$ cat src/rtl/core_ctrl_pkg.sv
`default_nettype none

package core_ctrl_pkg;

    // datapath
    localparam int XLEN = 32;                        // data and address width

    // divider
    localparam int DIV_CYCLES = XLEN;                // one quotient bit per cycle
    localparam int DIV_CNT_W  = $clog2(DIV_CYCLES + 1);

    // AXI4-Lite response codes
    localparam logic [1:0] AXI_RESP_OKAY = 2'b00;

    // memory-stage control states
    typedef enum logic [1:0] {
        ST_IDLE     = 2'd0,                          // ready for a new instruction
        ST_RD_WAIT  = 2'd1,                          // read address taken, awaiting data
        ST_DIV_WAIT = 2'd2                           // divider running
    } ctrl_state_e;

    // operation offered at the memory stage
    typedef enum logic [1:0] {
        OP_NONE  = 2'd0,
        OP_LOAD  = 2'd1,
        OP_STORE = 2'd2,
        OP_DIV   = 2'd3
    } mem_op_e;

endpackage

`default_nettype wire

$ cat src/rtl/stall_fsm.sv
`default_nettype none

module stall_fsm import core_ctrl_pkg::*; (
    input  logic clk,
    input  logic rst_n,

    // pipeline side
    input  logic mem_en_i,
    input  logic mem_we_i,
    input  logic div_start_i,
    input  logic reg_we_i,
    input  logic csr_we_i,
    input  logic iram_busy_i,
    input  logic trap_in_i,
    input  logic halt_req_i,
    input  logic trap_jump_i,
    input  logic mret_i,

    // status from bus port and divider
    input  logic wr_done_i,
    input  logic ar_done_i,
    input  logic rd_ok_i,
    input  logic rd_err_i,
    input  logic div_done_i,

    // requests to bus port and divider
    output logic wr_req_o,
    output logic rd_req_o,
    output logic rd_wait_o,
    output logic div_go_o,
    output logic div_kill_o,

    // pipeline outputs
    output logic retire_o,
    output logic load_err_o,
    output logic reg_we_o,
    output logic csr_we_o,
    output logic iram_rd_o,
    output logic trap_stat_o
);

    ctrl_state_e state_q;
    ctrl_state_e state_d;
    mem_op_e     op;
    logic        abort;
    logic        run_q;                              // high once out of reset
    logic        idle_go;                            // idle and free to start work
    logic        retire_raw;

    assign abort   = trap_in_i | halt_req_i;
    assign idle_go = (state_q == ST_IDLE) & run_q & ~abort;

    // division wins over store, store over load
    always_comb begin
        if (div_start_i) begin
            op = OP_DIV;
        end else if (mem_en_i && mem_we_i) begin
            op = OP_STORE;
        end else if (mem_en_i) begin
            op = OP_LOAD;
        end else begin
            op = OP_NONE;
        end
    end

    // store held back while iram is busy so it never writes twice
    assign wr_req_o   = idle_go & (op == OP_STORE) & ~iram_busy_i;
    assign rd_req_o   = idle_go & (op == OP_LOAD);
    assign div_go_o   = idle_go & (op == OP_DIV);
    assign rd_wait_o  = (state_q == ST_RD_WAIT);
    assign div_kill_o = abort;                       // harmless when divider is idle

    always_comb begin
        state_d    = state_q;
        retire_raw = 1'b0;
        load_err_o = 1'b0;
        case (state_q)
            ST_IDLE: begin
                if (div_go_o) begin
                    state_d = ST_DIV_WAIT;
                end else if (ar_done_i) begin
                    state_d = ST_RD_WAIT;
                end
                if (idle_go && !iram_busy_i) begin
                    retire_raw = (op == OP_NONE) | ((op == OP_STORE) & wr_done_i);
                end
            end
            ST_RD_WAIT: begin
                if (abort || rd_ok_i || rd_err_i) begin
                    state_d = ST_IDLE;
                end
                retire_raw = rd_ok_i & ~abort;
                load_err_o = rd_err_i & ~abort;      // one cycle, state leaves next edge
            end
            ST_DIV_WAIT: begin
                if (abort || div_done_i) begin
                    state_d = ST_IDLE;
                end
                retire_raw = div_done_i & ~abort;
            end
            default: begin
                state_d = ST_IDLE;
            end
        endcase
    end

    assign retire_o = retire_raw & run_q;

    // load errors never retire, so reg_we_o stays low for them too
    assign reg_we_o  = reg_we_i & retire_o;
    assign csr_we_o  = csr_we_i & retire_o;
    assign iram_rd_o = retire_o | trap_jump_i;       // fetch on retire or trap entry

    always_ff @(posedge clk or negedge rst_n) begin
        if (!rst_n) begin
            state_q <= ST_IDLE;
            run_q   <= 1'b0;
        end else begin
            state_q <= state_d;
            run_q   <= 1'b1;
        end
    end

    // trap status, set by trap entry and cleared by a retiring mret
    always_ff @(posedge clk or negedge rst_n) begin
        if (!rst_n) begin
            trap_stat_o <= 1'b0;
        end else if (!trap_stat_o) begin
            if (trap_jump_i) begin
                trap_stat_o <= 1'b1;
            end
        end else if (mret_i && retire_o) begin
            trap_stat_o <= 1'b0;
        end
    end

endmodule

`default_nettype wire

$ cat src/rtl/iter_divider.sv
`default_nettype none

module iter_divider import core_ctrl_pkg::*; (
    input  logic            clk,
    input  logic            rst_n,

    input  logic            go_i,                    // load operands, start
    input  logic            kill_i,                  // drop the division in flight
    input  logic [XLEN-1:0] dividend_i,
    input  logic [XLEN-1:0] divisor_i,

    output logic            done_o,                  // one-cycle pulse, results valid
    output logic [XLEN-1:0] quot_o,
    output logic [XLEN-1:0] rem_o
);

    logic [DIV_CNT_W-1:0] cnt_q;                     // iterations left
    logic                 done_q;
    logic [XLEN-1:0]      quot_q;                    // dividend shifts out, quotient in
    logic [XLEN-1:0]      rem_q;
    logic [XLEN-1:0]      dsor_q;
    logic [XLEN:0]        rem_shift;
    logic [XLEN:0]        rem_sub;
    logic                 q_bit;
    logic                 busy;

    assign busy = (cnt_q != '0);

    // one restoring step: shift in next dividend bit, try the subtract
    always_comb begin
        rem_shift = {rem_q, quot_q[XLEN-1]};
        rem_sub   = rem_shift - {1'b0, dsor_q};
        q_bit     = ~rem_sub[XLEN];                  // no borrow means it fits
    end

    always_ff @(posedge clk or negedge rst_n) begin
        if (!rst_n) begin
            cnt_q  <= '0;
            done_q <= 1'b0;
        end else if (kill_i) begin
            cnt_q  <= '0;
            done_q <= 1'b0;
        end else if (go_i) begin
            cnt_q  <= DIV_CNT_W'(DIV_CYCLES);
            done_q <= 1'b0;
        end else begin
            if (busy) begin
                cnt_q <= cnt_q - 1'b1;
            end
            done_q <= (cnt_q == DIV_CNT_W'(1));      // last step lands this edge
        end
    end

    // a zero divisor always subtracts nothing, so the quotient fills with
    // ones and the dividend ends up in the remainder, as RISC-V requires
    always_ff @(posedge clk) begin
        if (go_i) begin
            quot_q <= dividend_i;
            rem_q  <= '0;
            dsor_q <= divisor_i;
        end else if (busy) begin
            quot_q <= {quot_q[XLEN-2:0], q_bit};
            rem_q  <= q_bit ? rem_sub[XLEN-1:0] : rem_shift[XLEN-1:0];
        end
    end

    assign done_o = done_q;
    assign quot_o = quot_q;                          // held until next go
    assign rem_o  = rem_q;

endmodule

`default_nettype wire

$ cat src/rtl/axil_mem_port.sv
`default_nettype none

module axil_mem_port import core_ctrl_pkg::*; (
    // requests from the control FSM
    input  logic            wr_req_i,
    input  logic            rd_req_i,
    input  logic            rd_wait_i,
    input  logic [XLEN-1:0] addr_i,
    input  logic [XLEN-1:0] wdata_i,
    input  logic [3:0]      wstrb_i,

    // status back to the control FSM
    output logic            wr_done_o,
    output logic            ar_done_o,
    output logic            rd_ok_o,
    output logic            rd_err_o,
    output logic [XLEN-1:0] rdata_o,

    // AW channel
    output logic [XLEN-1:0] m_awaddr_o,
    output logic            m_awvalid_o,
    input  logic            m_awready_i,
    // W channel
    output logic [XLEN-1:0] m_wdata_o,
    output logic [3:0]      m_wstrb_o,
    output logic            m_wvalid_o,
    input  logic            m_wready_i,
    // B channel
    input  logic            m_bvalid_i,              // responses accepted and dropped
    input  logic [1:0]      m_bresp_i,
    output logic            m_bready_o,
    // AR channel
    output logic [XLEN-1:0] m_araddr_o,
    output logic            m_arvalid_o,
    input  logic            m_arready_i,
    // R channel
    input  logic [XLEN-1:0] m_rdata_i,
    input  logic [1:0]      m_rresp_i,
    input  logic            m_rvalid_i,
    output logic            m_rready_o
);

    logic [XLEN-1:0] word_addr;
    logic            r_beat;

    assign word_addr = {addr_i[XLEN-1:2], 2'b00};    // strobes pick the bytes

    // write address and data go out together
    assign m_awaddr_o  = word_addr;
    assign m_awvalid_o = wr_req_i;
    assign m_wdata_o   = wdata_i;
    assign m_wstrb_o   = wstrb_i;
    assign m_wvalid_o  = wr_req_i;
    assign m_bready_o  = 1'b1;

    assign m_araddr_o  = word_addr;
    assign m_arvalid_o = rd_req_i;
    assign m_rready_o  = 1'b1;

    // slave takes AW and W in the same cycle
    assign wr_done_o = wr_req_i & m_awready_i & m_wready_i;
    assign ar_done_o = rd_req_i & m_arready_i;

    assign r_beat   = rd_wait_i & m_rvalid_i;
    assign rd_ok_o  = r_beat & (m_rresp_i == AXI_RESP_OKAY);
    assign rd_err_o = r_beat & (m_rresp_i != AXI_RESP_OKAY);
    assign rdata_o  = rd_wait_i ? m_rdata_i : '0;

endmodule

`default_nettype wire

$ cat src/rtl/core_ctrl_top.sv
`default_nettype none

module core_ctrl_top import core_ctrl_pkg::*; (
    input  logic            clk,
    input  logic            rst_n,

    // memory stage
    input  logic            mem_en_i,
    input  logic            mem_we_i,
    input  logic [XLEN-1:0] mem_addr_i,
    input  logic [XLEN-1:0] mem_wdata_i,
    input  logic [3:0]      mem_wstrb_i,
    input  logic            div_start_i,
    input  logic [XLEN-1:0] dividend_i,
    input  logic [XLEN-1:0] divisor_i,
    input  logic            reg_we_i,
    input  logic            csr_we_i,

    // stall and trap sources
    input  logic            iram_busy_i,
    input  logic            trap_in_i,
    input  logic            halt_req_i,
    input  logic            trap_jump_i,
    input  logic            mret_i,

    // pipeline results
    output logic            retire_o,                // write-back valid
    output logic [XLEN-1:0] mem_rdata_o,
    output logic [XLEN-1:0] div_quot_o,
    output logic [XLEN-1:0] div_rem_o,
    output logic            load_err_o,
    output logic            reg_we_o,
    output logic            csr_we_o,
    output logic            iram_rd_o,
    output logic            trap_stat_o,

    // AXI4-Lite master
    output logic [XLEN-1:0] m_awaddr_o,
    output logic            m_awvalid_o,
    input  logic            m_awready_i,
    output logic [XLEN-1:0] m_wdata_o,
    output logic [3:0]      m_wstrb_o,
    output logic            m_wvalid_o,
    input  logic            m_wready_i,
    input  logic            m_bvalid_i,
    input  logic [1:0]      m_bresp_i,
    output logic            m_bready_o,
    output logic [XLEN-1:0] m_araddr_o,
    output logic            m_arvalid_o,
    input  logic            m_arready_i,
    input  logic [XLEN-1:0] m_rdata_i,
    input  logic [1:0]      m_rresp_i,
    input  logic            m_rvalid_i,
    output logic            m_rready_o
);

    logic wr_req;
    logic rd_req;
    logic rd_wait;
    logic wr_done;
    logic ar_done;
    logic rd_ok;
    logic rd_err;
    logic div_go;
    logic div_kill;
    logic div_done;

    stall_fsm u_fsm (
        .clk          (clk),
        .rst_n        (rst_n),
        .mem_en_i     (mem_en_i),
        .mem_we_i     (mem_we_i),
        .div_start_i  (div_start_i),
        .reg_we_i     (reg_we_i),
        .csr_we_i     (csr_we_i),
        .iram_busy_i  (iram_busy_i),
        .trap_in_i    (trap_in_i),
        .halt_req_i   (halt_req_i),
        .trap_jump_i  (trap_jump_i),
        .mret_i       (mret_i),
        .wr_done_i    (wr_done),
        .ar_done_i    (ar_done),
        .rd_ok_i      (rd_ok),
        .rd_err_i     (rd_err),
        .div_done_i   (div_done),
        .wr_req_o     (wr_req),
        .rd_req_o     (rd_req),
        .rd_wait_o    (rd_wait),
        .div_go_o     (div_go),
        .div_kill_o   (div_kill),
        .retire_o     (retire_o),
        .load_err_o   (load_err_o),
        .reg_we_o     (reg_we_o),
        .csr_we_o     (csr_we_o),
        .iram_rd_o    (iram_rd_o),
        .trap_stat_o  (trap_stat_o)
    );

    iter_divider u_div (
        .clk          (clk),
        .rst_n        (rst_n),
        .go_i         (div_go),
        .kill_i       (div_kill),
        .dividend_i   (dividend_i),
        .divisor_i    (divisor_i),
        .done_o       (div_done),
        .quot_o       (div_quot_o),
        .rem_o        (div_rem_o)
    );

    axil_mem_port u_bus (
        .wr_req_i     (wr_req),
        .rd_req_i     (rd_req),
        .rd_wait_i    (rd_wait),
        .addr_i       (mem_addr_i),
        .wdata_i      (mem_wdata_i),
        .wstrb_i      (mem_wstrb_i),
        .wr_done_o    (wr_done),
        .ar_done_o    (ar_done),
        .rd_ok_o      (rd_ok),
        .rd_err_o     (rd_err),
        .rdata_o      (mem_rdata_o),
        .m_awaddr_o   (m_awaddr_o),
        .m_awvalid_o  (m_awvalid_o),
        .m_awready_i  (m_awready_i),
        .m_wdata_o    (m_wdata_o),
        .m_wstrb_o    (m_wstrb_o),
        .m_wvalid_o   (m_wvalid_o),
        .m_wready_i   (m_wready_i),
        .m_bvalid_i   (m_bvalid_i),
        .m_bresp_i    (m_bresp_i),
        .m_bready_o   (m_bready_o),
        .m_araddr_o   (m_araddr_o),
        .m_arvalid_o  (m_arvalid_o),
        .m_arready_i  (m_arready_i),
        .m_rdata_i    (m_rdata_i),
        .m_rresp_i    (m_rresp_i),
        .m_rvalid_i   (m_rvalid_i),
        .m_rready_o   (m_rready_o)
    );

endmodule

`default_nettype wire

$ cat config.mk
export PLATFORM = sky130hd
export DESIGN_NAME = core_ctrl_top
export DESIGN_NICKNAME = d
export VERILOG_FILES = /design/src/rtl/core_ctrl_pkg.sv /design/src/rtl/stall_fsm.sv /design/src/rtl/iter_divider.sv /design/src/rtl/axil_mem_port.sv /design/src/rtl/core_ctrl_top.sv
export SDC_FILE = /design/constraint.sdc
export NUM_CORES = 1
export LEC_CHECK = 0
export ABC_AREA = 1
export BUFFER_PORTS_ARGS = -buffer_cell sky130_fd_sc_hd__buf_4
export CORE_MARGIN = 10
export CORE_UTILIZATION = 49
export CTS_CLUSTER_SIZE = 30
export DETAILED_ROUTE_END_ITERATION = 16
export PLACE_DENSITY_LB_ADDON = 0.12
export SLEW_MARGIN = 0
export SYNTH_ARGS = -nofsm -noshare
export SYNTH_HDL_FRONTEND = slang
export SYNTH_HIERARCHICAL = 1
export SYNTH_SLANG_ARGS = --single-unit
$ cat constraint.sdc
create_clock -name clk -period 4.2 [get_ports clk]
set_clock_uncertainty 0.2 [all_clocks]
set_input_delay 0.21 -clock clk [delete_from_list [all_inputs] [get_ports clk]]
set_output_delay 0.21 -clock clk [all_outputs]
set_load 0.05 [all_outputs]
==> results.toml <==
[outcome]
run_status = "complete, no violations"

[cells_and_area]
diodes = 0
final_area_sq_mm = 0.0108
final_common_cell = "nand2_1"
layout-drive-gt1-share_pct = 19.7
nets = 1724
synthToLayoutAreaGrowth_pct = 22.8
mostFrequentLayoutCells = "nand2_1 (452), inv_1 (246), buf_4 (223), nor2_1 (121), nand3_1 (98)"
fillers = 1683

[critical_path]
r2r_slack_ps = 1350
r2r_end = "u_fsm/trap_stat_o"
endpoint_kind = "output port"
cp_data_required_time_ps = 3790
cp-start-kind = "register"
r2r-start = "u_fsm/state_q[0]"
crit_fanout = 4
r2r_cells = 16
crit_arrival_ps = 2620
path_class = "register to output port"

[routing]
via_count = 8177
totalWireLength_um = 30000
highest_layer = "met5"
ant_nets = 0
drtIter0Drc = 476
firstDrtPassIters = 5
drc = 0
met1Wirelength_um = 12700
wl_met3_um = 3450
routedWlPerCell_um = 17.4
viasPerCell = 4.73
wl_met2_um = 13500

[placement]
hpwl_um = 24500
place_congestion = 0.959
placed_area_sq_mm = 0.00975
portBuffers = 218

[logic_synthesis]
yosys_warnings = 6
synth_area_leaders = "edfxtp_1 (22%), nand2_1 (19%), inv_1 (11%)"
synth-seq-area-share_pct = 32.4
postSynthCellCount = 1326
yosys.area.top_type = "edfxtp_1"
synthesis.area_sq_mm = 0.00875
ys_types = 46
synth_top_area_share_pct = 22.0
synth_seq_cells = 107
syn_area_per_cell_sq_um = 6.60

[clock_tree]
clockRootBuffer = "clkbuf_16"
cts_sinks = 107
cts_tree = "yes"
clk_latency_ps = 370
cts_resized = 0
post_cts_buffers = 0
ctsHoldBuffers = 68
cts_buffer_depth = 2
htree_levels = 3
cts.clk_slew.worst_paths_ps = 80
numCtsBuffers = 9

[power_and_ir_drop]
p_total_mw = 9.60
p_per_area_mw_per_mm2 = 893
peakVddDrop_uv = 521
power_leakage_nw = 6.14

[sta]
fin_tns_setup_ps = 0
relSlewSlack_pct = 26.2
fin_crit_ps = 3030
fmax_mhz = 330
tightest_slew_ps = 1100
finalCritPeriodShare_pct = 72.1
drv_slew = 0
grt_setup_unrepaired = "no"
setup_viol = 0
hold_violations = 0

[min_path]
hold_path.class = "input pin to asynchronous set/reset pin"

[die]
die_w_um = 154
io_pins = 392
core-area_sq_mm = 0.0174
row_count = 48
start_util_pct = 50.3
die_h_um = 154
dieArea_sq_mm = 0.0236

[flow_run]
max-cap-violations = 0

[grt]
grt_max_degree = 67
grt_pass1_wl_um = 45700
grt_pass1_vias = 7961
gr-usage-all-layers_pct = 24.5
grt_overflow_total = 0
antenna_found_initial = 0
-- cells in the mapped netlist (all sizes together) --
| cell type | n |
|---|---|
| clkinv | 2 |
| nand4 | 6 |
| and2 | 3 |
| nand3 | 102 |
| ha | 38 |
| nor3b | 1 |
| and3 | 1 |
| edfxtp | 64 |
| xor2 | 11 |
| fa | 1 |
| clkbuf | 12 |
| a211oi | 1 |
| buf | 120 |
| dfxtp | 32 |
| nor3 | 6 |
| a21oi | 21 |
| nand3b | 4 |
| a21o | 2 |
| o21ai | 11 |
| xnor2 | 2 |
| or2 | 2 |
| nor2 | 127 |
| o21bai | 1 |
| nor4 | 2 |
| inv | 253 |
| conb | 3 |
| dfrtp | 11 |
| nand2 | 487 |
-- state kept, by name (all words and copies together), names as in the netlist --
register           cells
u_div/cnt_q            6
u_fsm/run_q            1
u_div/quot_o          32
u_fsm/state_q          2
u_div/rem_o           32
u_fsm/trap_stat_o      1
u_div/dsor_q          32
u_div/done_o           1
-- per-layer routing --
layer,global-route usage (%),vias to the layer above
li1,-,4233
met1,29.6,3598
met2,38.9,321
met3,12.0,23
met4,4.05,2
met5,3.66,-
-- cells by family (layout without fill, tap and decap cells) --
| group | Yosys count | in the layout | share of synthesized area, % |
|---|---|---|---|
| simple gates | 741 | 741 | 36.0 |
| flops | 107 | 107 | 32.4 |
| buf+inv | 387 | 562 | 22.1 |
| compound gates | 36 | 36 | 2.43 |
| xor+xnor | 13 | 13 | 1.30 |
| other cells | 3 | 7 | 0.129 |
| fa+ha+maj | 39 | 39 | 5.66 |
-- worst max-delay path: stages, from the launching register on --
cell and delay, ps:
dfrtp_1 420, inv_1 100, ha_1 230, nand2_2 80
inv_2 70, nand3_2 70, nor3b_1 350, nand2_1 90
nor2_1 90, nand2_1 60, nand2_1 50, nand2_1 60
o21ai_2 170, nand2_2 100, nor2_1 110, buf_4 210
-- where the power goes --
group,switching [mW],internal (mW)
sequential,0.335,1.69
combinational,4.66,2.03
clock,0.454,0.434
total,5.45,4.15
-- cell type report --
| cell class | instances | area, sq um | share of cell area (%) |
|---|---|---|---|
| clock buffer | 9 | 225 | 2.09 |
| clock inverter | 7 | 93.8 | 0.873 |
| inverter | 255 | 958 | 8.91 |
| multi-input combinational | 836 | 4000 | 37.2 |
| sequential | 107 | 2840 | 26.4 |
| tap | 225 | 282 | 2.62 |
| timing repair buffer | 291 | 2350 | 21.9 |
-- how the worst max path moves through the flow --
stage / from / slack, ps / depth (start not counted) / end
after floorplan: u_fsm/state_q[0] / 680 / 9 / u_div/quot_o[0]
after global placement: u_div/quot_o[31] / 1370 / 17 / u_div/rem_o[19]
after detailed placement: u_div/quot_o[31] / 1340 / 17 / u_div/rem_o[24]
after CTS: u_fsm/state_q[0] / 1170 / 15 / reg_we_o
after global routing: u_fsm/state_q[1] / 950 / 15 / csr_we_o
final: u_fsm/state_q[0] / 1170 / 15 / reg_we_o
-- stage by stage --
step	worst slack (ps)	hold WS, ps	utilization [%]	std cells
finish	1170	16.1	61.7	1730
global route	947	38.6	61.7	1730
CTS	1170	4.76	61.7	1730
detailed placement	1340	-147	56.0	1646
global placement	1370	-147	56.0	1646
floorplan	685	-286	-	1330
(Power assumes the default switching activity.)
